## src/common/core_pkg.sv

```systemverilog
package core_pkg;

    // ************************************************************************
    // widths
    // ************************************************************************
    localparam int unsigned REG_ADDR_W = 5;
    localparam int unsigned CSR_ADDR_W = 12;
    localparam int unsigned INST_W     = 32;

    // major opcodes, bits [6:0]
    localparam logic [6:0] OPC_OP_IMM = 7'b0010011;
    localparam logic [6:0] OPC_OP     = 7'b0110011;
    localparam logic [6:0] OPC_LUI    = 7'b0110111;
    localparam logic [6:0] OPC_JAL    = 7'b1101111;
    localparam logic [6:0] OPC_SYSTEM = 7'b1110011;

    // machine mode csrs, only these four exist
    localparam logic [CSR_ADDR_W-1:0] CSR_MSTATUS = 12'h300;
    localparam logic [CSR_ADDR_W-1:0] CSR_MTVEC   = 12'h305;
    localparam logic [CSR_ADDR_W-1:0] CSR_MEPC    = 12'h341;
    localparam logic [CSR_ADDR_W-1:0] CSR_MCAUSE  = 12'h342;

    localparam logic [63:0] CAUSE_ECALL_M = 64'd11; // ecall from m-mode

    // ************************************************************************
    // control bundles between stages
    // ************************************************************************
    typedef enum logic [2:0] {
        ALU_ADD,
        ALU_SUB,
        ALU_AND,
        ALU_OR,
        ALU_XOR,
        ALU_PASS_B  // lui
    } alu_op_e;

    typedef enum logic [1:0] {
        WB_ALU,
        WB_CSR,     // old csr value
        WB_LINK     // pc + 4
    } wb_src_e;

    typedef struct packed {
        alu_op_e     alu_op;
        logic [63:0] op_a;
        logic [63:0] op_b;
    } exec_ctrl_t;

    typedef struct packed {
        logic                  we;
        logic [REG_ADDR_W-1:0] rd;
        wb_src_e               src;
    } wb_ctrl_t;

    typedef struct packed {
        logic                  we;       // csrrw
        logic                  is_ecall;
        logic [CSR_ADDR_W-1:0] addr;
        logic [63:0]           wdata;    // rs1 value
    } csr_ctrl_t;

    typedef struct packed {
        logic        taken;
        logic [63:0] target;
    } redirect_t;

    // one retired instruction, for difftest
    typedef struct packed {
        logic                  valid;
        logic [63:0]           pc;
        logic [INST_W-1:0]     inst;
        logic                  rd_we;
        logic [REG_ADDR_W-1:0] rd;
        logic [63:0]           rd_wdata;
    } retire_t;

endpackage
```

## src/logic/write_back.sv

```systemverilog
module write_back import core_pkg::*; #(
    parameter int unsigned XLEN = 64
) (
    input  logic                  clk,
    input  logic                  rst_n,
    input  wb_ctrl_t              ctrl_i,
    input  logic [XLEN-1:0]       alu_i,
    input  logic [XLEN-1:0]       csr_i,
    input  logic [XLEN-1:0]       pc_i,
    input  logic [INST_W-1:0]     inst_i,
    input  logic                  valid_i,
    input  logic [REG_ADDR_W-1:0] raddr1_i,
    input  logic [REG_ADDR_W-1:0] raddr2_i,
    output logic [XLEN-1:0]       rdata1_o,
    output logic [XLEN-1:0]       rdata2_o,
    output retire_t               retire_o
);

    logic [XLEN-1:0] regs [32];
    logic [XLEN-1:0] wb_data;
    logic            rd_we;

    // write-back source select
    always_comb begin
        case (ctrl_i.src)
            WB_CSR:  wb_data = csr_i;
            WB_LINK: wb_data = pc_i + XLEN'(4);
            default: wb_data = alu_i;
        endcase
    end

    assign rd_we = ctrl_i.we && (ctrl_i.rd != '0); // x0 is never written

    // ************************************************************************
    // register file with two combinational read ports
    // ************************************************************************
    always_ff @(posedge clk) begin
        if (rst_n) begin
            for (int i = 0; i < 32; i++) begin
                regs[i] <= '0;
            end
        end else if (rd_we) begin
            regs[ctrl_i.rd] <= wb_data;
        end
    end

    assign rdata1_o = (raddr1_i == '0) ? '0 : regs[raddr1_i];
    assign rdata2_o = (raddr2_i == '0) ? '0 : regs[raddr2_i];

    // trace for difftest
    always_comb begin
        retire_o.valid    = valid_i;
        retire_o.pc       = pc_i;
        retire_o.inst     = inst_i;
        retire_o.rd_we    = rd_we;
        retire_o.rd       = ctrl_i.rd;
        retire_o.rd_wdata = wb_data;
    end

endmodule

```

## config.mk

```make
export PLATFORM = sky130hd
export DESIGN_NAME = write_back
export DESIGN_NICKNAME = d
export VERILOG_FILES = /design/src/common/core_pkg.sv /design/src/logic/write_back.sv
export SDC_FILE = /design/constraint.sdc
export NUM_CORES = 2
export LEC_CHECK = 0
export ABC_AREA = 1
export BUFFER_PORTS_ARGS = -buffer_cell sky130_fd_sc_hd__buf_2
export CAP_MARGIN = 25
export CELL_PAD_IN_SITES_DETAIL_PLACEMENT = 2
export CELL_PAD_IN_SITES_GLOBAL_PLACEMENT = 2
export CORE_MARGIN = 2
export CORE_UTILIZATION = 34
export DETAILED_ROUTE_END_ITERATION = 12
export PLACE_DENSITY_LB_ADDON = 0.1
export SYNTH_ARGS = -nofsm -noshare
export SYNTH_HDL_FRONTEND = slang
export SYNTH_SLANG_ARGS = --single-unit
```

## constraint.sdc

```tcl
create_clock -name clk -period 3.2 [get_ports clk]
set_input_delay 0.16 -clock clk [delete_from_list [all_inputs] [get_ports clk]]
set_output_delay 0.16 -clock clk [all_outputs]
set_load 0.02 [all_outputs]
```

# --- After elaboration in Yosys (flattened, before gate mapping) ---
# Memories as Yosys holds them, arrays and structs flattened.
# Index checks and enable logic that the tools add are counted.
classes:
  add_sub_neg: 1
  eq_ne: 2
  n_mux: 11
  reduce_logical: 5
ops:
  columns: ["operator", "count"]
  rows:
  - ["2-to-1 mux 64 bit", 3]
  - ["one-hot mux 64 bit (2 select lines)", 1]
  - ["adder 64 x 3 -> 64 bit, second input constant", 1]
  - ["OR reduction 64 bit", 1]
  - ["zero test 5 bit", 2]
  - ["2-to-1 mux 1 bit", 6]
  - ["2-to-1 mux 5 bit", 1]
  - ["nonzero test 5 bit", 1]
  - ["equality test 2 x 1 -> 1 bit, second input constant", 1]
  - ["equality test 2 bit, second input constant", 1]
  - ["logical AND 1 bit", 1]
totals:
  ff_bits: 0
  ram_bits: 2048
  input_bits: 245
  out_inout_bits: 295
  elab_cells: 20
  n_memories: 1
memory_table:
  columns: ["name", "words", "word_bits", "read_ports", "rd_clocked_by_memory_dff", "wr", "line", "text"]
  rows:
  - ["regs", 32, 64, 2, 0, 32, "write_back.sv:19", "logic [XLEN-1:0] regs [32];"]

# --- Logic depth before layout (Yosys ltp) ---
logic_depth:
  depth_word: 7
  mapped_depth: 14
  mapped_depth_nobuf: 13

# --- Worst setup path after synthesis ---
# No wires, ideal clock.
synth_path:
  path_type: "input -> register"
  start: "in ctrl_i[6] (netlist bit)"
  end: "mem regs[29][0], enable pin"
  setup_ns: 0.690
  t_arrival_ns: 2.325
  required_time_ns: 2.510
  path_slack_ns: 0.185
  cell_stages: 10
  n_path_buf: 2
  path_cell_list: "nor3_1 nand2_1 nand2_1 nor2_2 nand2_1 inv_1 nand2_1 buf_2 buf_2 nand2_1"
synth_rtl:
  columns: ["item", "line", "text"]
  rows:
  - ["start: declaration", "write_back.sv:6", "input wb_ctrl_t ctrl_i,"]
  - ["end: declaration", "write_back.sv:19", null]

==> flow_summary.json <==
{
  "grt_util_met2_pct": 62.46,
  "path_cells": "buf_2 -> nand2_1 -> nor2_2 -> nand2_1 -> nor2_1 -> nand2_2 -> clkinv_1 -> nand3_1 -> nand3_1 -> nand2_1 -> nand2_2 -> dlygate4sd3_1 -> buf_12 -> inv_1 -> buf_2",
  "worstPathArrival_ps": 2980,
  "fp-row-count": 212,
  "slew_violations": 0,
  "synth_top_area_cell": "edfxtp_1",
  "initial_core_util_pct": 34.20,
  "cts_tree": "yes",
  "drtIter0Drc": 13640,
  "post-dp-hpwl_um": 416900,
  "use_met1_pct": 49.15,
  "ant_nets": 0,
  "violations": "hold timing",
  "use_met3_pct": 6.818,
  "finish.utilization_pct": 40.40,
  "dpl_cell_area_um2": 126100,
  "final-hold-violation-count": 15,
  "synth_top_area_share_pct": 53.85,
  "finalNonFillerCells": 18870,
  "ios": 540,
  "power_density_nw_per_um2": 550.5,
  "core_um2": 334000,
  "cpPeakStageDelay_ps": 590,
  "post-route-period-util_pct": 98.00,
  "async_reset_ff_share_pct": 0,
  "clk_pin_slew_ps": 60,
  "die-area_um2": 340600,
  "worst_hold_path_type": "input port to flop",
  "fin_area_um2": 134900,
  "synth_most_common_cell": "nor2_1",
  "synth_edf_count": 2048,
  "clk_path_buf_depth": 4,
  "grt_use_total_pct": 39.17,
  "synthCells": 14090,
  "placed_cells": 18310,
  "grt_pass1_wl_um": 950700,
  "reg.largest.list": "regs (2048)",
  "yosys.cell_types.count": 38,
  "cts.sinks": 2048,
  "total_power_mw": 74.28,
  "critPathMaxFanout": 32,
  "grt_pass1_vias": 125300,
  "critPathTopFamily": "buffers and inverters",
  "crit_type": "input port to output pin",
  "peakVddDrop_v": 0.0004684,
  "layout.nets": 14520,
  "ys_ff_latch": 2048,
  "die_w_um": 583.6,
  "synth_common_cells": "nor2_1, nand2_1, edfxtp_1",
  "io_buffer_count": 473,
  "top_usage_layer": "met2",
  "grt_max_degree": 130,
  "ys_top_cells_by_area": "edfxtp_1, nor2_1, o21ai_0, nand2_1, o22ai_1",
  "tightestPinTransition_ps": 1097,
  "syn_avg_cell_area_um2": 8.107,
  "vias": 118700,
  "p_leak_nw": 51.32,
  "post_drt_via_cell_ratio": 6.289,
  "wl_um": 684300,
  "h-tree-depth": 4,
  "ys_warn_count": 0,
  "antenna_found_initial": 50,
  "drive_above_1_share_pct": 11.97,
  "hold_slack_ps": -36.14,
  "slew_headroom_pct": 26.65,
  "cts_setup_buffers": 0,
  "min_period_ps": 3136,
  "fillCellCount": 36950,
  "grt-ovfl-total": 0,
  "drc_errors": 0,
  "root_buffer": "clkbuf_16",
  "syn2layout_area_growth_pct": 18.14,
  "largest_register_ffs": 2048,
  "clock.fmax_ghz": 0.3189,
  "cp.required_ps": 3040,
  "syn-cell-area_um2": 114200,
  "regMostFlops": "regs",
  "ys.flop_type": "edfxtp_1",
  "cpMostUsedCell": "nand2_1",
  "ys_seq_area_share_pct": 53.85,
  "setup_viol": 0,
  "worst_setup_path_end_kind": "output pin",
  "cp_slowest_cell": "dlygate4sd3_1",
  "fp.dieH_um": 583.6,
  "status": "finished with violations",
  "path_buf_inv": 6,
  "cap_violations": 0,
  "cts_made_buffers": 245,
  "place.gp.congestion": 0.9133,
  "wl_per_cell_um": 36.25,
  "dr.pass1.iters": 6,
  "startpoint_type": "input port"
}
[layout make-up]
type | count | area, um2 | area share, %
flip-flops and latches | 2048 | 61500 | 45.58
multi-input cells | 10480 | 46380 | 34.37
repair buffers | 1307 | 13070 | 9.688
clock buffers | 295 | 6425 | 4.762
well taps | 4387 | 5489 | 4.068
clock inverters | 153 | 1252 | 0.9282
inverters | 188 | 777.0 | 0.5759
diodes | 15 | 37.54 | 0.02782
[tightest hold or removal path: cells and delay by family]
kind | cells | cell delay [ps]
compound gates | 2 | 140
buf+inv | 2 | 260
simple gates | 2 | 220
[per-layer routing]
metal,vias up,wire [um]
met5,-,89
met4,14,49840
met3,2011,60640
met2,6663,309700
met1,61950,264000
li1,48060,-
[kinds of logic (layout without fill, tap and decap cells)]
logic type | count (synthesis) | count (layout) | share of synthesized area, %
AOI/OAI and AO/OA | 3154 | 3154 | 15.15
xor gates and xnor gates | 2 | 2 | 0.01534
adders and majority gates | 3 | 3 | 0.03287
buffers and inverters | 1623 | 1943 | 6.459
DFF | 2048 | 2048 | 53.85
other | 1 | 79 | 0.003283
and+or+nand+nor | 7258 | 7258 | 24.49
[timing repair]
action | 4_1_cts | 5_1_grt
setup endpoints to repair | 2 | 10
endpoints found under the hold margin | 1434 | 7
gates resized for setup | 2 | 9
hold buffers | 95 | 2
[final timing paths]
kind                  start           end  cells after the start  slack, ps
setup / recovery   pc_i[32]  retire_o[50]                     15         60
hold / removal    csr_i[28]  regs[24][28]                      6        -40
[through the flow]
stage	setup WS, ps	TNS, ps
final	64.10	0
after global routing	-6.715	-7.342
after CTS	3.078	0
after detailed placement	-50.96	-50.96
after global placement	11.10	0
after floorplan	184.6	0
[cells in the final DEF (no fill, tap or decap), types with 250 or more instances in the layout]
| master | count |
|---|---|
| clkbuf_16 | 250 |
| buf_4 | 411 |
| edfxtp_1 | 2048 |
| o22ai_1 | 802 |
| nand3_1 | 403 |
| buf_12 | 328 |
| buf_2 | 462 |
| nand2_1 | 2429 |
| o21ai_0 | 1959 |
| nor2_1 | 4276 |
[power breakdown]
| group | internal [mW] | switching, mW | total, mW |
|---|---|---|---|
| logic | 3.78 | 10.5 | 14.3 |
| clock network | 15.8 | 12.4 | 28.1 |
| registers | 31.0 | 0.872 | 31.9 |
| total | 50.6 | 23.7 | 74.3 |
Power figures use the tool's default switching activity.
