[config.mk]
export PLATFORM = sky130hd
export DESIGN_NAME = inst_fetch
export DESIGN_NICKNAME = d
export VERILOG_FILES = /design/src/common/core_pkg.sv /design/src/logic/inst_fetch.sv
export SDC_FILE = /design/constraint.sdc
export NUM_CORES = 1
export LEC_CHECK = 0
export BUFFER_PORTS_ARGS = -buffer_cell sky130_fd_sc_hd__buf_4
export CORE_MARGIN = 2
export CORE_UTILIZATION = 45
export CTS_CLUSTER_DIAMETER = 50
export CTS_CLUSTER_SIZE = 20
export DETAILED_ROUTE_END_ITERATION = 6
export PLACE_DENSITY = 0.82
export SLEW_MARGIN = 20
export SYNTH_ARGS = -nofsm -noshare
export SYNTH_HDL_FRONTEND = slang
export SYNTH_SLANG_ARGS = --single-unit
[constraint.sdc]
create_clock -name clk -period 3.8 [get_ports clk]
set_clock_uncertainty 0.1 [all_clocks]
set_input_delay 0.57 -clock clk [delete_from_list [all_inputs] [get_ports clk]]
set_output_delay 0.57 -clock clk [all_outputs]
set_load 0.02 [all_outputs]
[src/common/core_pkg.sv]
package core_pkg;

    // ************************************************************************
    // widths
    // ************************************************************************
    localparam int unsigned REG_ADDR_W = 5;
    localparam int unsigned CSR_ADDR_W = 12;
    localparam int unsigned INST_W     = 32;

    // major opcodes, bits [6:0]
    localparam logic [6:0] OPC_OP_IMM = 7'b0010011;
    localparam logic [6:0] OPC_OP     = 7'b0110011;
    localparam logic [6:0] OPC_LUI    = 7'b0110111;
    localparam logic [6:0] OPC_JAL    = 7'b1101111;
    localparam logic [6:0] OPC_SYSTEM = 7'b1110011;

    // machine mode csrs, only these four exist
    localparam logic [CSR_ADDR_W-1:0] CSR_MSTATUS = 12'h300;
    localparam logic [CSR_ADDR_W-1:0] CSR_MTVEC   = 12'h305;
    localparam logic [CSR_ADDR_W-1:0] CSR_MEPC    = 12'h341;
    localparam logic [CSR_ADDR_W-1:0] CSR_MCAUSE  = 12'h342;

    localparam logic [63:0] CAUSE_ECALL_M = 64'd11; // ecall from m-mode

    // ************************************************************************
    // control bundles between stages
    // ************************************************************************
    typedef enum logic [2:0] {
        ALU_ADD,
        ALU_SUB,
        ALU_AND,
        ALU_OR,
        ALU_XOR,
        ALU_PASS_B  // lui
    } alu_op_e;

    typedef enum logic [1:0] {
        WB_ALU,
        WB_CSR,     // old csr value
        WB_LINK     // pc + 4
    } wb_src_e;

    typedef struct packed {
        alu_op_e     alu_op;
        logic [63:0] op_a;
        logic [63:0] op_b;
    } exec_ctrl_t;

    typedef struct packed {
        logic                  we;
        logic [REG_ADDR_W-1:0] rd;
        wb_src_e               src;
    } wb_ctrl_t;

    typedef struct packed {
        logic                  we;       // csrrw
        logic                  is_ecall;
        logic [CSR_ADDR_W-1:0] addr;
        logic [63:0]           wdata;    // rs1 value
    } csr_ctrl_t;

    typedef struct packed {
        logic        taken;
        logic [63:0] target;
    } redirect_t;

    // one retired instruction, for difftest
    typedef struct packed {
        logic                  valid;
        logic [63:0]           pc;
        logic [INST_W-1:0]     inst;
        logic                  rd_we;
        logic [REG_ADDR_W-1:0] rd;
        logic [63:0]           rd_wdata;
    } retire_t;

endpackage
[src/logic/inst_fetch.sv]
module inst_fetch import core_pkg::*; #(
    parameter int unsigned     XLEN     = 64,
    parameter logic [XLEN-1:0] RESET_PC = '0
) (
    input  logic            clk,
    input  logic            rst_n,
    input  redirect_t       jump_i,
    input  redirect_t       trap_i,
    output logic [XLEN-1:0] fetch_addr_o,
    output logic [XLEN-1:0] exec_pc_o,
    output logic            exec_valid_o
);

    logic [XLEN-1:0] fetch_pc;
    logic [XLEN-1:0] exec_pc;
    logic            exec_valid;

    // pc of the word the memory is fetching now, and of the word in execute
    always_ff @(posedge clk) begin
        if (rst_n) begin
            fetch_pc   <= RESET_PC;
            exec_valid <= 1'b0;
        end else begin
            exec_valid <= !(trap_i.taken || jump_i.taken); // squash in-flight word
            if (trap_i.taken) begin
                fetch_pc <= trap_i.target;
            end else if (jump_i.taken) begin
                fetch_pc <= jump_i.target;
            end else begin
                fetch_pc <= fetch_pc + XLEN'(4);
            end
        end
    end

    always_ff @(posedge clk) begin
        exec_pc <= fetch_pc; // follows the memory latency
    end

    assign fetch_addr_o = fetch_pc;
    assign exec_pc_o    = exec_pc;
    assign exec_valid_o = exec_valid;

endmodule

# After elaboration in Yosys (flattened, before gate mapping)

Cells that the tools add are included.

Reductions and logical operators: 2
Mux-type cells: 2
Add/subtract/negate cells: 1

Operators with widths:

| operator                | count |
|---|---|
| $mux W64                | 2 |
| $add A64 B3 Y64 const B | 1 |
| $logic_not A1 Y1        | 1 |
| $logic_or A1 B1 Y1      | 1 |

Register bits: 129
Logic and storage cells: 8
Output and inout port bits: 129
Input port bits: 132

# Depth between registers and ports, before layout

Word-level depth: 3
Gate-level depth with buffers: 8
Gate-level depth less buffers: 7

# Worst setup path after synthesis

No wires, ideal clock.

Kind: reg-to-reg
Start point: register fetch_pc[13], in the netlist fetch_addr_o[13]
End point: register fetch_pc[47], in the netlist fetch_addr_o[47]
Stages on the path, launching flop included: 7
Setup time: 131 ps
Data arrival time: 2153 ps
Path slack: 1416 ps
Required time: 3569 ps
Buffers on the path: 0
Clock period less this slack: 2384 ps
Cells stage by stage: dfxtp_1 > nand4_4 > nor4_4 > nand3_1 > or4_4 > nand4_1 > o221ai_2

Cells in the longest elaborated chain, start to end: 3

Ends and longest elaborated chain:

| element                | RTL line         | text |
|---|---|---|
| start, declared        | inst_fetch.sv:14 | `logic [XLEN-1:0] fetch_pc;` |
| start signal, assigned | inst_fetch.sv:26 | `fetch_pc <= trap_i.target;` |
| start signal, assigned | inst_fetch.sv:28 | `fetch_pc <= jump_i.target;` |
| start signal, assigned | inst_fetch.sv:30 | `fetch_pc <= fetch_pc + XLEN'(4);` |
| $add A64 B3 Y64        | inst_fetch.sv:30 |  |
| $mux W64               | inst_fetch.sv:27 | `end else if (jump_i.taken) begin` |
| $mux W64               | inst_fetch.sv:25 | `if (trap_i.taken) begin` |

No other way between the ends.
A chain may end at the register's enable or synchronous reset.

# Worst setup path in the final report

Start point: register fetch_pc[2], in the netlist fetch_addr_o[2]
End point: register fetch_pc[56], in the netlist fetch_addr_o[56]

The elaborated chain is that of the path after synthesis.

==> metrics.md <==
| Metric | Value |
|---|---|
| Pre-antenna DRT Iters | `5` |
| Synth Instances | `540` |
| DRT iter0 DRCs | `just over 300` |
| Critical Path RT | `4.02 ns` |
| Share of layout cells above drive strength 1 | `about two fifths` |
| Row cnt | `39` |
| Maximum vdd drop | `316.1 uV` |
| Fmax | `between 0.3 and 0.4 GHz` |
| Clock share of power | `between 40% and 50%` |
| Final RePlAce weighted congestion | `between 0.8 and 0.9` |
| Gr usage total | `between 20% and 30%` |
| Placed cells | `about 900` |
| Pin count of the biggest net entering global routing | `between 60 and 70` |
| Net Sw Power | `0.9474 mW` |
| DRT Wirelength | `between 15000 and 20000 um` |
| Setup Crit Path Kind | `register to register` |
| Synth Net Count | `between 600 and 700` |
| Most common cell after layout, fill and taps aside | `buf_4` |
| Leak | `roughly 3.3 nW` |
| HPWL after DPL | `about 12000 um` |
| Worst EP arrival | `between 3 and 4 ns` |
| Yosys warning total | `0` |
| Ant. Diodes | `0` |
| Synth Flop Type | `dfxtp_1` |
| Post-Syn Area | `5151 sq um` |
| H-tree depth | `4` |
| EDFF count, synth | `0` |
| Pwr dens | `476.0 nW/um^2` |
| Hold Path Class | `register to register` |
| Top post-synthesis cells by area | `dfxtp_1 50%, xnor2_1 7.0%, a211oi_1 3.9%` |
| Net Sw Frac | `roughly a quarter` |
| Critical Path Sink Type | `register` |
| CTS tree | `done` |
| Cell variety after synth | `43` |
| Worst-skew pair later-pin latency | `around 0.41 ns` |
| Vias per cell | `5.489` |
| Core Box Area | `roughly 11000 sq um` |
| Fin crit share | `around 75%` |
| CP Launch Type | `register` |
| Filler Cells Inserted | `875` |
| P&R area growth vs syn | `50.30%` |
| Most frequent cells in the layout | `264 x buf_4, 129 x dfxtp_1, 45 x nand2_1` |
| CTS buffer count | `17` |
| Clock transition at path regs | `approximately 0.05 ns` |
| Die width | `roughly 110 um` |
| Drt wl/cell | `18.08 um` |
| RSZ-0062 raised after global routing | `false` |
| Internal | `2.738 mW` |
| Relative slew slack | `between 20% and 30%` |
| # DRC | `0` |
| Antenna violations before repair | `0` |
| Final Critical Period | `2.834 ns` |
| First-pass GRT wire length | `about 27000 um` |
| Setup TNS | `0 ns` |
| Post-CTS sizing | `0` |
| # Max-Cap Violations | `0` |
| Yosys top cell area share | `between 50% and 60%` |
| Status | `complete, no violations` |
| Starting Density | `a little under half` |
| Post-route ant nets | `0` |
| Final nets | `~900` |
| Via count | `5176` |
| Fin cells | `between 900 and 1000` |
| Vias in the first global route | `a little over 5000` |
| Async SR Flop Fraction | `0%` |
| Max Slew Vio Count | `0` |
| Worst-Margin Slew | `between 1 and 1.5 ns` |
| Final setup viols | `0` |
| Comb pwr share | `15.7%` |
| GRT overflow | `0` |
| Full die area | `12320 sq um` |
| CTS hold repair buffers | `0` |
| CP max FO | `17` |
| Total Power | `3.685 mW` |
| Area leader, netlist | `dfxtp_1` |
| Die Ht | `about 110 um` |
| Register area share after synthesis | `50.13%` |
| Clock sink count | `129` |
| # IOs | `261` |
| Hold Vio Cnt, Final | `0` |
| CTS max path bufs | `2` |
| Synthesis-stage register bit count | `between 100 and 150` |
| Port Buffers | `between 200 and 300` |
| Share of total power in sequential cells | `a little over two fifths` |
| Root Driver | `clkbuf_16` |
| Setup Buffers After CTS | `0` |
| Mean Syn Cell Area | `9.539 sq um` |
## metrics by stage
stage          cell area (sq um)  utilization (%)  hold slack, ns  setup WS [ns]
3_3_place_gp                7182            63.71          0.2660          1.092
5_1_grt                     7742            68.69          0.2859         0.7624
2_1_floorplan               5151                -          0.3448          1.416
4_1_cts                     7742            68.69          0.2803         0.9823
3_5_place_dp                7182            63.71          0.2686          1.033
6_report                    7742            68.69          0.2783         0.9665
## synth_stat cells, types with 2 or more instances
master and n:
nand4_1 18, and2_1 3, a222oi_1 6, a211oi_1 27, buf_2 4, and4_1 5, nor2_1 38, nand4_4 2
o22ai_1 32, inv_1 14, o21a_1 8, mux2i_1 6, nand2_1 45, nor3_1 12, xor2_1 13, xnor2_1 41
clkbuf_1 26, nor3_2 5, nand4_2 3, nor4_4 2, nor4_1 10, dfxtp_1 129, o211ai_1 4, and3_1 5
a21oi_1 24, o21ai_0 13, a22oi_1 12, nand3_1 18
## critical path, cell delays in order, from the launching register on
cell and delay [ns]:
dfxtp_1 0.39, ha_1 0.25, nand4_1 0.30, nor4_4 0.37
nand4_2 0.49, nor4_1 0.49, xnor2_1 0.10, a211oi_1 0.24
## flip-flops by register name (all words and copies together), names as in the netlist
| name | count |
|---|---|
| exec_valid_o | 1 |
| fetch_addr_o | 64 |
| exec_pc_o | 64 |
## power by group through the flow
stage / clock network (mW) / registers (mW) / logic [mW]
3_5_place_dp: 0 / 1.58 / 0.577
4_1_cts: 1.58 / 1.55 / 0.580
3_3_place_gp: 0 / 1.57 / 0.567
2_1_floorplan: 0 / 1.68 / 0.154
6_report: 1.56 / 1.55 / 0.577
5_1_grt: 1.64 / 1.56 / 0.613
## path summary, 6_finish.rpt
| kind | from | to | slack (ns) | depth (start not counted) |
|---|---|---|---|---|
| worst min register to register | fetch_addr_o[0] | exec_pc_o[0] | 0.28 | 0 |
| worst min-delay path | fetch_addr_o[0] | exec_pc_o[0] | 0.28 | 0 |
| worst max register to register | fetch_addr_o[2] | fetch_addr_o[56] | 0.97 | 7 |
| worst max-delay path | fetch_addr_o[2] | fetch_addr_o[56] | 0.97 | 7 |
## cells by family after synthesis
logic type	after synthesis	share of synthesized area (%)
DFF	129	50.13
AOI/OAI and AO/OA	131	17.05
muxes	6	1.166
adders and majority gates	1	0.2429
and+or+nand+nor	171	18.41
xor gates and xnor gates	54	9.181
buffers and inverters	48	3.813
## layer usage
| metal | vias up | GRT usage, % | wire, um |
|---|---|---|---|
| li1 | 2481 | - | - |
| met1 | 2453 | 33.10 | 6990 |
| met2 | 226 | 47.40 | 8639 |
| met3 | 16 | 7.217 | 1213 |
| met4 | 0 | 9.167 | 204 |
| met5 | - | 0 | 0 |
## layout make-up
class	instances	area [sq um]	area share, %
multi-input combinational	363	2382	30.77
clock inverter	6	82.58	1.067
timing repair buffer	264	1982	25.60
clock buffer	23	478.0	6.173
sequential	129	2582	33.35
inverter	15	56.30	0.7272
tap	143	178.9	2.311
Note: power is estimated with default switching activity, not from simulation.
