`src/common/core_pkg.sv`:
```
package core_pkg;

    // ************************************************************************
    // widths
    // ************************************************************************
    localparam int unsigned REG_ADDR_W = 5;
    localparam int unsigned CSR_ADDR_W = 12;
    localparam int unsigned INST_W     = 32;

    // major opcodes, bits [6:0]
    localparam logic [6:0] OPC_OP_IMM = 7'b0010011;
    localparam logic [6:0] OPC_OP     = 7'b0110011;
    localparam logic [6:0] OPC_LUI    = 7'b0110111;
    localparam logic [6:0] OPC_JAL    = 7'b1101111;
    localparam logic [6:0] OPC_SYSTEM = 7'b1110011;

    // machine mode csrs, only these four exist
    localparam logic [CSR_ADDR_W-1:0] CSR_MSTATUS = 12'h300;
    localparam logic [CSR_ADDR_W-1:0] CSR_MTVEC   = 12'h305;
    localparam logic [CSR_ADDR_W-1:0] CSR_MEPC    = 12'h341;
    localparam logic [CSR_ADDR_W-1:0] CSR_MCAUSE  = 12'h342;

    localparam logic [63:0] CAUSE_ECALL_M = 64'd11; // ecall from m-mode

    // ************************************************************************
    // control bundles between stages
    // ************************************************************************
    typedef enum logic [2:0] {
        ALU_ADD,
        ALU_SUB,
        ALU_AND,
        ALU_OR,
        ALU_XOR,
        ALU_PASS_B  // lui
    } alu_op_e;

    typedef enum logic [1:0] {
        WB_ALU,
        WB_CSR,     // old csr value
        WB_LINK     // pc + 4
    } wb_src_e;

    typedef struct packed {
        alu_op_e     alu_op;
        logic [63:0] op_a;
        logic [63:0] op_b;
    } exec_ctrl_t;

    typedef struct packed {
        logic                  we;
        logic [REG_ADDR_W-1:0] rd;
        wb_src_e               src;
    } wb_ctrl_t;

    typedef struct packed {
        logic                  we;       // csrrw
        logic                  is_ecall;
        logic [CSR_ADDR_W-1:0] addr;
        logic [63:0]           wdata;    // rs1 value
    } csr_ctrl_t;

    typedef struct packed {
        logic        taken;
        logic [63:0] target;
    } redirect_t;

    // one retired instruction, for difftest
    typedef struct packed {
        logic                  valid;
        logic [63:0]           pc;
        logic [INST_W-1:0]     inst;
        logic                  rd_we;
        logic [REG_ADDR_W-1:0] rd;
        logic [63:0]           rd_wdata;
    } retire_t;

endpackage
```
`src/logic/csr_unit.sv`:
```
module csr_unit import core_pkg::*; #(
    parameter int unsigned XLEN = 64
) (
    input  logic            clk,
    input  logic            rst_n,
    input  logic [XLEN-1:0] pc_i,
    input  csr_ctrl_t       ctrl_i,
    output logic [XLEN-1:0] rdata_o,
    output redirect_t       trap_o
);

    logic [XLEN-1:0] mstatus;
    logic [XLEN-1:0] mtvec;
    logic [XLEN-1:0] mepc;
    logic [XLEN-1:0] mcause;

    // old value for csrrw, unknown addresses read as zero
    always_comb begin
        case (ctrl_i.addr)
            CSR_MSTATUS: rdata_o = mstatus;
            CSR_MTVEC:   rdata_o = mtvec;
            CSR_MEPC:    rdata_o = mepc;
            CSR_MCAUSE:  rdata_o = mcause;
            default:     rdata_o = '0;
        endcase
    end

    // ************************************************************************
    // csr update
    // ************************************************************************
    always_ff @(posedge clk) begin
        if (rst_n) begin
            mstatus <= '0;
            mtvec   <= '0;
            mepc    <= '0;
            mcause  <= '0;
        end else if (ctrl_i.is_ecall) begin
            mepc   <= pc_i;          // pc of the ecall itself
            mcause <= CAUSE_ECALL_M;
        end else if (ctrl_i.we) begin
            case (ctrl_i.addr)
                CSR_MSTATUS: mstatus <= ctrl_i.wdata;
                CSR_MTVEC:   mtvec   <= ctrl_i.wdata;
                CSR_MEPC:    mepc    <= ctrl_i.wdata;
                CSR_MCAUSE:  mcause  <= ctrl_i.wdata;
                default: ;   // write dropped
            endcase
        end
    end

    // trap entry, mtvec taken as a direct base
    assign trap_o.taken  = ctrl_i.is_ecall;
    assign trap_o.target = mtvec;

endmodule

```
`config.mk`:
```
export PLATFORM = sky130hd
export DESIGN_NAME = csr_unit
export DESIGN_NICKNAME = d
export VERILOG_FILES = /design/src/common/core_pkg.sv /design/src/logic/csr_unit.sv
export SDC_FILE = /design/constraint.sdc
export NUM_CORES = 1
export LEC_CHECK = 0
export ABC_CLOCK_PERIOD_IN_PS = 2110
export BUFFER_PORTS_ARGS = -buffer_cell sky130_fd_sc_hd__buf_2
export CAP_MARGIN = 20
export CORE_ASPECT_RATIO = 1.1
export CORE_MARGIN = 2
export CORE_UTILIZATION = 30
export DETAILED_ROUTE_END_ITERATION = 10
export GPL_TIMING_DRIVEN = 0
export HOLD_SLACK_MARGIN = 0.12
export PLACE_DENSITY_LB_ADDON = 0.12
export SYNTH_ARGS = -nofsm -noshare
export SYNTH_HDL_FRONTEND = slang
export SYNTH_SLANG_ARGS = --single-unit
```
`constraint.sdc`:
```
create_clock -name clk -period 2.11 [get_ports clk]
set_input_delay 0.1055 -clock clk [delete_from_list [all_inputs] [get_ports clk]]
set_output_delay 0.1055 -clock clk [all_outputs]
set_load 0.03 [all_outputs]
```
# Word-level counts from Yosys, hierarchy flattened
# Cells that the tools add are included.
# word_totals
output_inout_bits	129
reg_bits	256
wordCells	26
# classes
bitwise_logic	1
mux	7
reduce_logical	9
n_eq_ne	4
# ops
cell	n
64-bit one-hot mux with 4 select lines	1
64-bit two-way mux	3
12-bit by 10-bit == test with 1-bit output, second input constant	4
4-bit two-way mux	3
2-bit AND reduction	3
3-bit AND reduction	2
2-bit nonzero test	3
2-bit OR reduction	1
1-bit NOT	1

# Longest topological paths before layout
# Gate-level depths: netlist of the first run.
# logic_depth
depth_word	4
mapped_depth	8
ltp_nobuf	4

# Worst setup path before layout of the first run
# No wires, ideal clock.
# synth_timing
path_type	input to output
start	input ctrl_i[69] (netlist name)
end	output rdata_o[10]
arrival_ns	1.927
setup_slack_ns	0.078
cell_stages	8
required_ns	2.004
path_buffers	4
cell_sequence	or4b_4 > buf_6 > nor2_4 > buf_4 > nand3b_1 > buf_2 > buf_2 > o22ai_1
# synth_between
elab_chain_len	2
word_cells_on_any_way	5
# synth_lines
element	line_no	source
start, declared	csr_unit.sv:7	input csr_ctrl_t ctrl_i,
12-bit by 10-bit == test with 1-bit output	csr_unit.sv:19	case (ctrl_i.addr)
64-bit one-hot mux with 4 select lines *	csr_unit.sv:19	
end, declared	csr_unit.sv:8	output logic [XLEN-1:0] rdata_o,
# Mark *: on every way between the ends. The rest lies on a longest branch, timed or not.

# Worst setup path after layout of the first run
# layout_timing
start	input ctrl_i[75] (netlist name)
end	output rdata_o[41]
# Same word-level chain as after synthesis.

==> key figures, run 1 <==
Outcome
  • Outcome: complete, but fails checks
  • Violated checks: setup timing

Cells and area
  • Fraction of layout cells with a size suffix above 1: 0.278
  • Final standard cell utilization of the core: 0.450
  • Layout Area Growth over Synthesis: 48.6%
  • NumNets Final: just over 2,000

Synth
  • Synth Instances: approximately 1,400
  • Synth Cell Area: 11,500 um^2
  • Warnings, synthesis: 0
  • Area share of the largest cell type after synthesis: 0.447
  • Net Count, Synth: ~1,600
  • Ranking of synthesized cells by instance count: 461 x sky130_fd_sc_hd__nand2_1, 256 x sky130_fd_sc_hd__dfxtp_1, 147 x sky130_fd_sc_hd__a21oi_1
  • EDFF count, synth: 0
  • Part of the Yosys area used for sequential elements: 0.447
  • Flip-flop and latch count after synthesis: about 260
  • Synth area leader: sky130_fd_sc_hd__dfxtp_1
  • Most used standard cell by instance count after synthesis: sky130_fd_sc_hd__nand2_1
  • Number of library cell types mapped by synthesis: 37
  • Most common flop cell mapped by yosys: sky130_fd_sc_hd__dfxtp_1
  • Mapped Avg Cell Area: around 8 um^2
  • Ys async rst share: 0
  • Leading post-synthesis cells by cell area: sky130_fd_sc_hd__dfxtp_1 45%, sky130_fd_sc_hd__nand2_1 15%, sky130_fd_sc_hd__a22oi_1 8.4%, sky130_fd_sc_hd__a21oi_1 6.4%, sky130_fd_sc_hd__a21oi_2 4.6%

Die
  • Placement Rows: 75
  • Die span in x: 190 um
  • Vertical die dimension: roughly 210 um
  • Effective utilization at floorplan: 0.303
  • Count of pins on the block boundary: between 200 and 300
  • Die ar.: between 30,000 and 40,000 um^2
  • Core Region: approximately 38,000 um^2

Worst setup path
  • Reg2Reg Depth: 3
  • Maximum fanout along the worst path: 6
  • R2r setup slk: approximately 830 ps
  • Category of the most critical setup path: input port to output pin
  • Critical Path AT: around 2000 ps
  • Startpoint of the worst register-to-register path: mepc[18]
  • Capture point of the worst reg-to-reg path: mepc[18]
  • Crit. End Element: output pin
  • Data required time of the worst path: around 2000 ps
  • Startpoint types: input port

Global route
  • Vias in the first global route: about 13,000
  • First-pass GRT wire length: about 80 mm
  • Number of antenna violations at the first check in global routing: 5
  • Pin count of the biggest net entering global routing: 15
  • Total GRT Usage: 0.275
  • Global route overflow: 0

STA
  • Worst-case clock skew: 0 ps
  • Post-route worst setup slack: -20.5 ps
  • RSZ-0062 raised after global routing: true
  • Maximum clock frequency: between 0.4 and 0.5 GHz
  • Count of pins over their slew limit: 0
  • Tightest Pin Transition: 1020 ps
  • Share of the clock period used by the worst path: 1.01
  • Final critical-path required period: approximately 2100 ps
  • Final hold violations: 0
  • Setup violators final: 5
  • Relative slew margins: 0.321
  • Worst hold slack across all endpoints: between 200 and 250 ps
  • Accumulated negative setup slack: -46.1 ps

Power
  • Cell internal power dissipation: around 8.6 mW
  • Power density over cell area: roughly 670 nW/um^2
  • Proportion of total power due to net switching: 0.247
  • Logic pwr share: 0.093
  • Peak VDD IR: 0.555 mV
  • Sequential group share of total power: 0.433
  • Part of the power in the clock network: 0.474
  • Switching power: roughly 2.8 mW
  • P_leak: 6.02 nW

CTS
  • Total CTS buffers: 30
  • CTS clock-pin slew for the worst setup and hold paths: about 60 ps
  • CTS HTree Levels: 1
  • Clock insertion delay at the later pin of the skew report: 560 ps
  • Clock root buffer: sky130_fd_sc_hd__clkbuf_16
  • Worst-case clock buffer depth: 3
  • Clock tree from TritonCTS: built
  • Clock Sink Count: ~260

Drt
  • Number of DRC markers after the initial detailed-route iteration: 969
  • Average wire per standard cell: roughly 23 um
  • Drt pass-1 iters: 7
  • Antenna-violating nets left: 0
  • Routed via count divided by cell count: approximately 5.3
  • Post-detailed-routing wire length: 56.2 mm
  • Total via count after detailed routing: 12,800
  • DRC: 0

Run
  • Max Cap Violations: 0

Placement
  • IO Port Bufs: between 200 and 300
  • Detail Placement HPWL: between 30 and 40 mm
  • Final RePlAce weighted congestion: ~0.86

Worst hold path
  • Hold Path Class: input port to flop
  • Instance count along the most critical hold path: 5
  • Beginning of the worst hold path: ctrl_i[64]
  • Hold path endpoint: mstatus[48]
-- cells by family after synthesis --
family          share of synthesized area
buf+inv                            0.0668
compound gates                      0.294
flops                               0.447
simple gates                        0.193
-- timing repair --
| item | 4_1_cts | 5_1_grt |
|---|---|---|
| endpoints found under the setup margin | 64 | 164 |
| resized for setup | 217 | 52 |
| pin swaps | 5 | 9 |
| cloned | 0 | 1 |
| setup buffers | 1 | 15 |
| hold buffers | 133 | 0 |
| hold endpoints to repair | 256 | 0 |
-- sequential cells by signal, indices dropped and copies added, names as in the netlist --
signal	flops
mcause	64
mepc	64
mstatus	64
mtvec	64
-- worst max-delay path, stage by stage --
cell	delay, ps
sky130_fd_sc_hd__buf_8	90
sky130_fd_sc_hd__or4b_4	610
sky130_fd_sc_hd__nor2_4	150
sky130_fd_sc_hd__buf_6	110
sky130_fd_sc_hd__nand3b_1	100
sky130_fd_sc_hd__buf_8	150
sky130_fd_sc_hd__buf_12	140
sky130_fd_sc_hd__clkbuf_16	170
sky130_fd_sc_hd__o22ai_4	210
sky130_fd_sc_hd__buf_6	160
-- power groups by stage --
stage	sequential [mW]	combinational, mW	clock (mW)
6_report	4.96	1.07	5.44
2_1_floorplan	5.05	0.368	0
5_1_grt	4.97	1.13	5.69
3_5_place_dp	5.07	0.828	0
4_1_cts	4.96	1.04	5.49
3_3_place_gp	5.07	0.822	0
-- how the worst max path moves through the flow --
stage	start	cells past startpoint	slack, ps	to
finish	ctrl_i[75]	10	-20	rdata_o[41]
floorplan	ctrl_i[69]	8	80	rdata_o[10]
global route	ctrl_i[75]	10	-40	rdata_o[41]
global placement	ctrl_i[75]	9	-840	rdata_o[63]
CTS	ctrl_i[69]	10	-0.5	rdata_o[27]
detailed placement	ctrl_i[75]	9	-850	rdata_o[63]
-- area by class of cell --
cell class | instances | area (um^2)
fillers | 3857 | 20900
multi-input cells | 1008 | 6150
flip-flops and latches | 256 | 5120
repair buffers | 419 | 3170
clock buffers | 48 | 950
plain buffers | 134 | 795
well taps | 500 | 626
inverters | 35 | 131
clock inverters | 8 | 90.1
diodes | 4 | 10.0
-- cells in the final DEF (no fill, tap or decap), types with 7 or more instances in the layout --
| cell type | synthesis | routed |
|---|---|---|
| sky130_fd_sc_hd__a21oi_1 | 147 | 147 |
| sky130_fd_sc_hd__a21oi_2 | 60 | 60 |
| sky130_fd_sc_hd__a221oi_1 | 16 | 16 |
| sky130_fd_sc_hd__a22oi_1 | 128 | 128 |
| sky130_fd_sc_hd__a41oi_1 | 17 | 17 |
| sky130_fd_sc_hd__buf_2 | 21 | 222 |
| sky130_fd_sc_hd__buf_4 | 8 | 43 |
| sky130_fd_sc_hd__buf_6 | 9 | 47 |
| sky130_fd_sc_hd__clkbuf_1 | 97 | 73 |
| sky130_fd_sc_hd__clkbuf_16 | 0 | 32 |
| sky130_fd_sc_hd__clkbuf_2 | 0 | 22 |
| sky130_fd_sc_hd__clkbuf_8 | 0 | 17 |
| sky130_fd_sc_hd__dfxtp_1 | 256 | 256 |
| sky130_fd_sc_hd__dlygate4sd3_1 | 0 | 133 |
| sky130_fd_sc_hd__inv_1 | 35 | 35 |
| sky130_fd_sc_hd__nand2_1 | 461 | 460 |
| sky130_fd_sc_hd__nand2b_1 | 31 | 31 |
| sky130_fd_sc_hd__o211ai_1 | 30 | 30 |
| sky130_fd_sc_hd__o221a_1 | 18 | 18 |
| sky130_fd_sc_hd__o22ai_1 | 64 | 7 |
| sky130_fd_sc_hd__o22ai_2 | 0 | 32 |
| sky130_fd_sc_hd__o22ai_4 | 0 | 25 |
-- through the flow --
step           setup slack, ps  area, um^2  power (mW)  instances
2_1_floorplan             77.7       11500        5.42       1435
3_3_place_gp              -843       13400        5.89       2204
3_5_place_dp              -850       13400        5.90       2204
4_1_cts                 -0.500       16700        11.5       2393
5_1_grt                  -41.8       17000        11.8       2411
6_report                 -20.5       17000        11.5       2412
-- metal layers --
metal | part of all wire | track usage
met4 | 0.043 | 0.117
met5 | 0 | 0
met1 | 0.41 | 0.340
met3 | 0.070 | 0.0539
met2 | 0.47 | 0.465
(Power assumes the default switching activity.)
==> run 2, diff against run 1 <==
--- a/config.mk
+++ b/config.mk
@@ -5,12 +5,14 @@
 export SDC_FILE = /design/constraint.sdc
 export NUM_CORES = 1
 export LEC_CHECK = 0
+export ABC_AREA = 1
 export ABC_CLOCK_PERIOD_IN_PS = 2110
 export BUFFER_PORTS_ARGS = -buffer_cell sky130_fd_sc_hd__buf_2
 export CAP_MARGIN = 20
 export CORE_ASPECT_RATIO = 1.1
-export CORE_MARGIN = 2
+export CORE_MARGIN = 4
 export CORE_UTILIZATION = 30
+export CTS_BUF_LIST = sky130_fd_sc_hd__clkbuf_16
 export DETAILED_ROUTE_END_ITERATION = 10
 export GPL_TIMING_DRIVEN = 0
 export HOLD_SLACK_MARGIN = 0.12
==> run 2 against run 1 <==
  * The run now ends clean
  * Synthesized cell count grew 48%
  * Final cell count grew 30%
  * Maximum frequency grew 4.6%
  * Total power shrank 4.9%
  * Clock power shrank 9.0%
  * Via count grew 13%
  * Utilization shrank 4.3 points
  * Combinational power shrank 6%
  * Largest cell class unchanged
==> key figures, run 2 <==
Cells and area
  • Fraction of layout cells with a size suffix above 1: 0.158
  • Number of antenna diodes: 0
  • Number of fillers in the final layout: around 4,600
  • Layout Area Growth over Synthesis: 33.3%
  • Commonest non-fill, non-tap cells in the layout: 752 x sky130_fd_sc_hd__nand2_1, 397 x sky130_fd_sc_hd__nor2_1, 295 x sky130_fd_sc_hd__buf_2, 290 x sky130_fd_sc_hd__inv_1, 256 x sky130_fd_sc_hd__dfxtp_1
  • Most common library cell in the layout ignoring fill and taps: sky130_fd_sc_hd__nand2_1
  • Final standard cell utilization of the core: 0.407
  • NumNets Final: 2,703

STA
  • Final hold violations: 0
  • Count of pins over their slew limit: 0
  • Tightest Pin Transition: between 1000 and 1500 ps
  • Maximum clock frequency: between 0.4 and 0.5 GHz
  • Post-route worst setup slack: around 73 ps
  • Share of the clock period used by the worst path: 0.965
  • Relative slew margins: 0.274
  • Setup violators final: 0
  • Worst-case clock skew: 0 ps
  • RSZ-0062 raised after global routing: false
  • Accumulated negative setup slack: 0 ps
  • Final critical-path required period: about 2000 ps

Drt
  • Number of DRC markers after the initial detailed-route iteration: ~1,100
  • Met3 Wirelength: around 4.0 mm
  • DRC: 0
  • Antenna-violating nets left: 0
  • Routed via count divided by cell count: 4.63
  • Drt pass-1 iters: 5
  • Average wire per standard cell: 19.0 um
  • Met1 layer wirelength in the final routing: roughly 27 mm
  • Total via count after detailed routing: about 15,000
  • Post-detailed-routing wire length: about 60 mm
  • Highest metal layer with signal wires: met4
  • Met2 wire len: 27.0 mm

Synth
  • Synth Cell Area: ~13,000 um^2
  • Leading post-synthesis cells by cell area: sky130_fd_sc_hd__dfxtp_1 39%, sky130_fd_sc_hd__nand2_1 22%, sky130_fd_sc_hd__nor2_1 11%, sky130_fd_sc_hd__inv_1 8.1%, sky130_fd_sc_hd__nand3_1 3.8%
  • Synth Instances: ~2,100
  • Ys async rst share: 0
  • Area share of the largest cell type after synthesis: 0.394
  • Ranking of synthesized cells by instance count: 752 x sky130_fd_sc_hd__nand2_1, 397 x sky130_fd_sc_hd__nor2_1, 280 x sky130_fd_sc_hd__inv_1
  • Most common flop cell mapped by yosys: sky130_fd_sc_hd__dfxtp_1
  • EDFF count, synth: 0
  • Mapped Avg Cell Area: between 6 and 7 um^2
  • Most used standard cell by instance count after synthesis: sky130_fd_sc_hd__nand2_1
  • Number of library cell types mapped by synthesis: 24
  • Synth area leader: sky130_fd_sc_hd__dfxtp_1
  • Flip-flop and latch count after synthesis: roughly 260
  • Part of the Yosys area used for sequential elements: 0.394
  • Warnings, synthesis: 0
  • Net Count, Synth: around 2,300

CTS
  • Clock root buffer: sky130_fd_sc_hd__clkbuf_16
  • Clock Sink Count: 256
  • Clock insertion delay at the later pin of the skew report: about 570 ps
  • CTS HTree Levels: 1
  • Worst-case clock buffer depth: 3
  • Clock tree from TritonCTS: built
  • Total CTS buffers: 31
  • CTS clock-pin slew for the worst setup and hold paths: roughly 70 ps

Worst setup path
  • Maximum fanout along the worst path: 10
  • Startpoint types: input port
  • Data required time of the worst path: 2000 ps
  • Capture point of the worst reg-to-reg path: mtvec[4]
  • Crit. End Element: output pin
  • CP Capture Point: rdata_o[63]
  • R2r setup slk: about 1300 ps
  • Reg2Reg Depth: 4
  • Critical Path AT: slightly below 2000 ps
  • Critical Path Source: ctrl_i[75]
  • Startpoint of the worst register-to-register path: mtvec[4]
  • Category of the most critical setup path: input port to output pin

Placement
  • Worst slack at placement: -106 ps
  • IO Port Bufs: 272
  • Final RePlAce weighted congestion: ~0.86
  • Detail Placement HPWL: between 40 and 50 mm

Power
  • Part of the power in the clock network: 0.454
  • Cell internal power dissipation: 8.08 mW
  • Sequential group share of total power: 0.454
  • Power density over cell area: around 630 nW/um^2
  • Peak VDD IR: 0.525 mV
  • Switching power: approximately 2.8 mW
  • Logic pwr share: 0.092
  • Proportion of total power due to net switching: 0.260
  • Sum of internal, switching and leakage power: approximately 11 mW
  • P_leak: around 8.8 nW

Die
  • Die ar.: around 47,000 um^2
  • Die span in x: around 210 um
  • Count of pins on the block boundary: approximately 270
  • Placement Rows: slightly below 80
  • Core Region: approximately 43,000 um^2
  • Effective utilization at floorplan: 0.305
  • Vertical die dimension: 226 um

Global route
  • Global route overflow: 0
  • Pin count of the biggest net entering global routing: 16
  • Total GRT Usage: 0.247
  • First-pass GRT wire length: around 86 mm
  • Number of antenna violations at the first check in global routing: 0
  • Vias in the first global route: about 14,000

Worst hold path
  • Hold Path Class: input port to flop
  • Instance count along the most critical hold path: 8

Outcome
  • Outcome: finished clean

Run
  • Max Cap Violations: 0
-- run 2: changes by cell type after synthesis, sizes merged, moves of 39 or more --
cell	previous run	this run
o21ai	0	61
o22ai	64	0
inv	35	287
a22oi	128	0
clkbuf	97	51
nand4	6	67
a21oi	207	30
nand2	461	754
nor2	4	401
nand3	1	100
buf	39	78
-- run 2: routing by layer --
metal	vias to the layer above	GRT usage
met3	103	0.0346
met4	0	0.0882
li1	7260	-
met5	-	0
met1	6671	0.333
met2	519	0.403
-- run 2: cell type report --
class	count	area (um^2)	area share
Multi-Input combinational cell	1452	6070	0.350
Sequential cell	256	5120	0.296
Timing Repair Buffer	402	2660	0.154
Inverter	287	1080	0.0624
Buffer	129	795	0.0458
Clock buffer	31	776	0.0447
Tap cell	567	709	0.0409
Clock inverter	22	120	0.00693
-- run 2: cells by family after synthesis --
family / synth area share
flops: 0.394
compound gates: 0.0454
buf+inv: 0.140
simple gates: 0.420
-- run 2: repair_timing --
item | in CTS | in global routing
hold buffers | 130 | 0
setup endpoints to repair | 32 | 56
resized for setup | 15 | 14
hold endpoints to repair | 256 | 0
buffers inserted | 0 | 0
-- run 2: worst min path at each step --
stage / from / slack [ps] / endpoint
after floorplan: ctrl_i[0] / 230 / mstatus[0]
after global placement: ctrl_i[11] / 360 / mstatus[11]
after detailed placement: ctrl_i[11] / 370 / mstatus[11]
after CTS: ctrl_i[71] / 120 / mcause[3]
after global routing: rst_n / 170 / mepc[63]
final: ctrl_i[71] / 150 / mcause[3]
-- run 2: worst max-delay path, stage by stage --
cell	delay, ps
sky130_fd_sc_hd__buf_2	100
sky130_fd_sc_hd__nor2_1	120
sky130_fd_sc_hd__nand2_2	170
sky130_fd_sc_hd__nor2_8	210
sky130_fd_sc_hd__nand2_1	190
sky130_fd_sc_hd__clkinv_4	200
sky130_fd_sc_hd__buf_4	300
sky130_fd_sc_hd__nand2_1	130
sky130_fd_sc_hd__nand4_1	130
sky130_fd_sc_hd__buf_2	240
-- run 2: through the flow --
stage                     std cells  area (um^2)  hold WS, ps
final                          3146        17300          145
after global routing           3146        17300          171
after CTS                      3146        17300          120
after detailed placement       2963        15100          371
after global placement         2963        15100          362
after floorplan                2124        13000          226
-- run 2: power by group through the flow --
stage                     sequential (mW)  clock (mW)  combinational [mW]
after floorplan                      5.05           0               0.379
after global placement               5.06           0               0.802
after detailed placement             5.06           0               0.808
after CTS                            4.96        5.03                1.00
after global routing                 4.96        5.24                1.10
final                                4.96        4.95                1.01
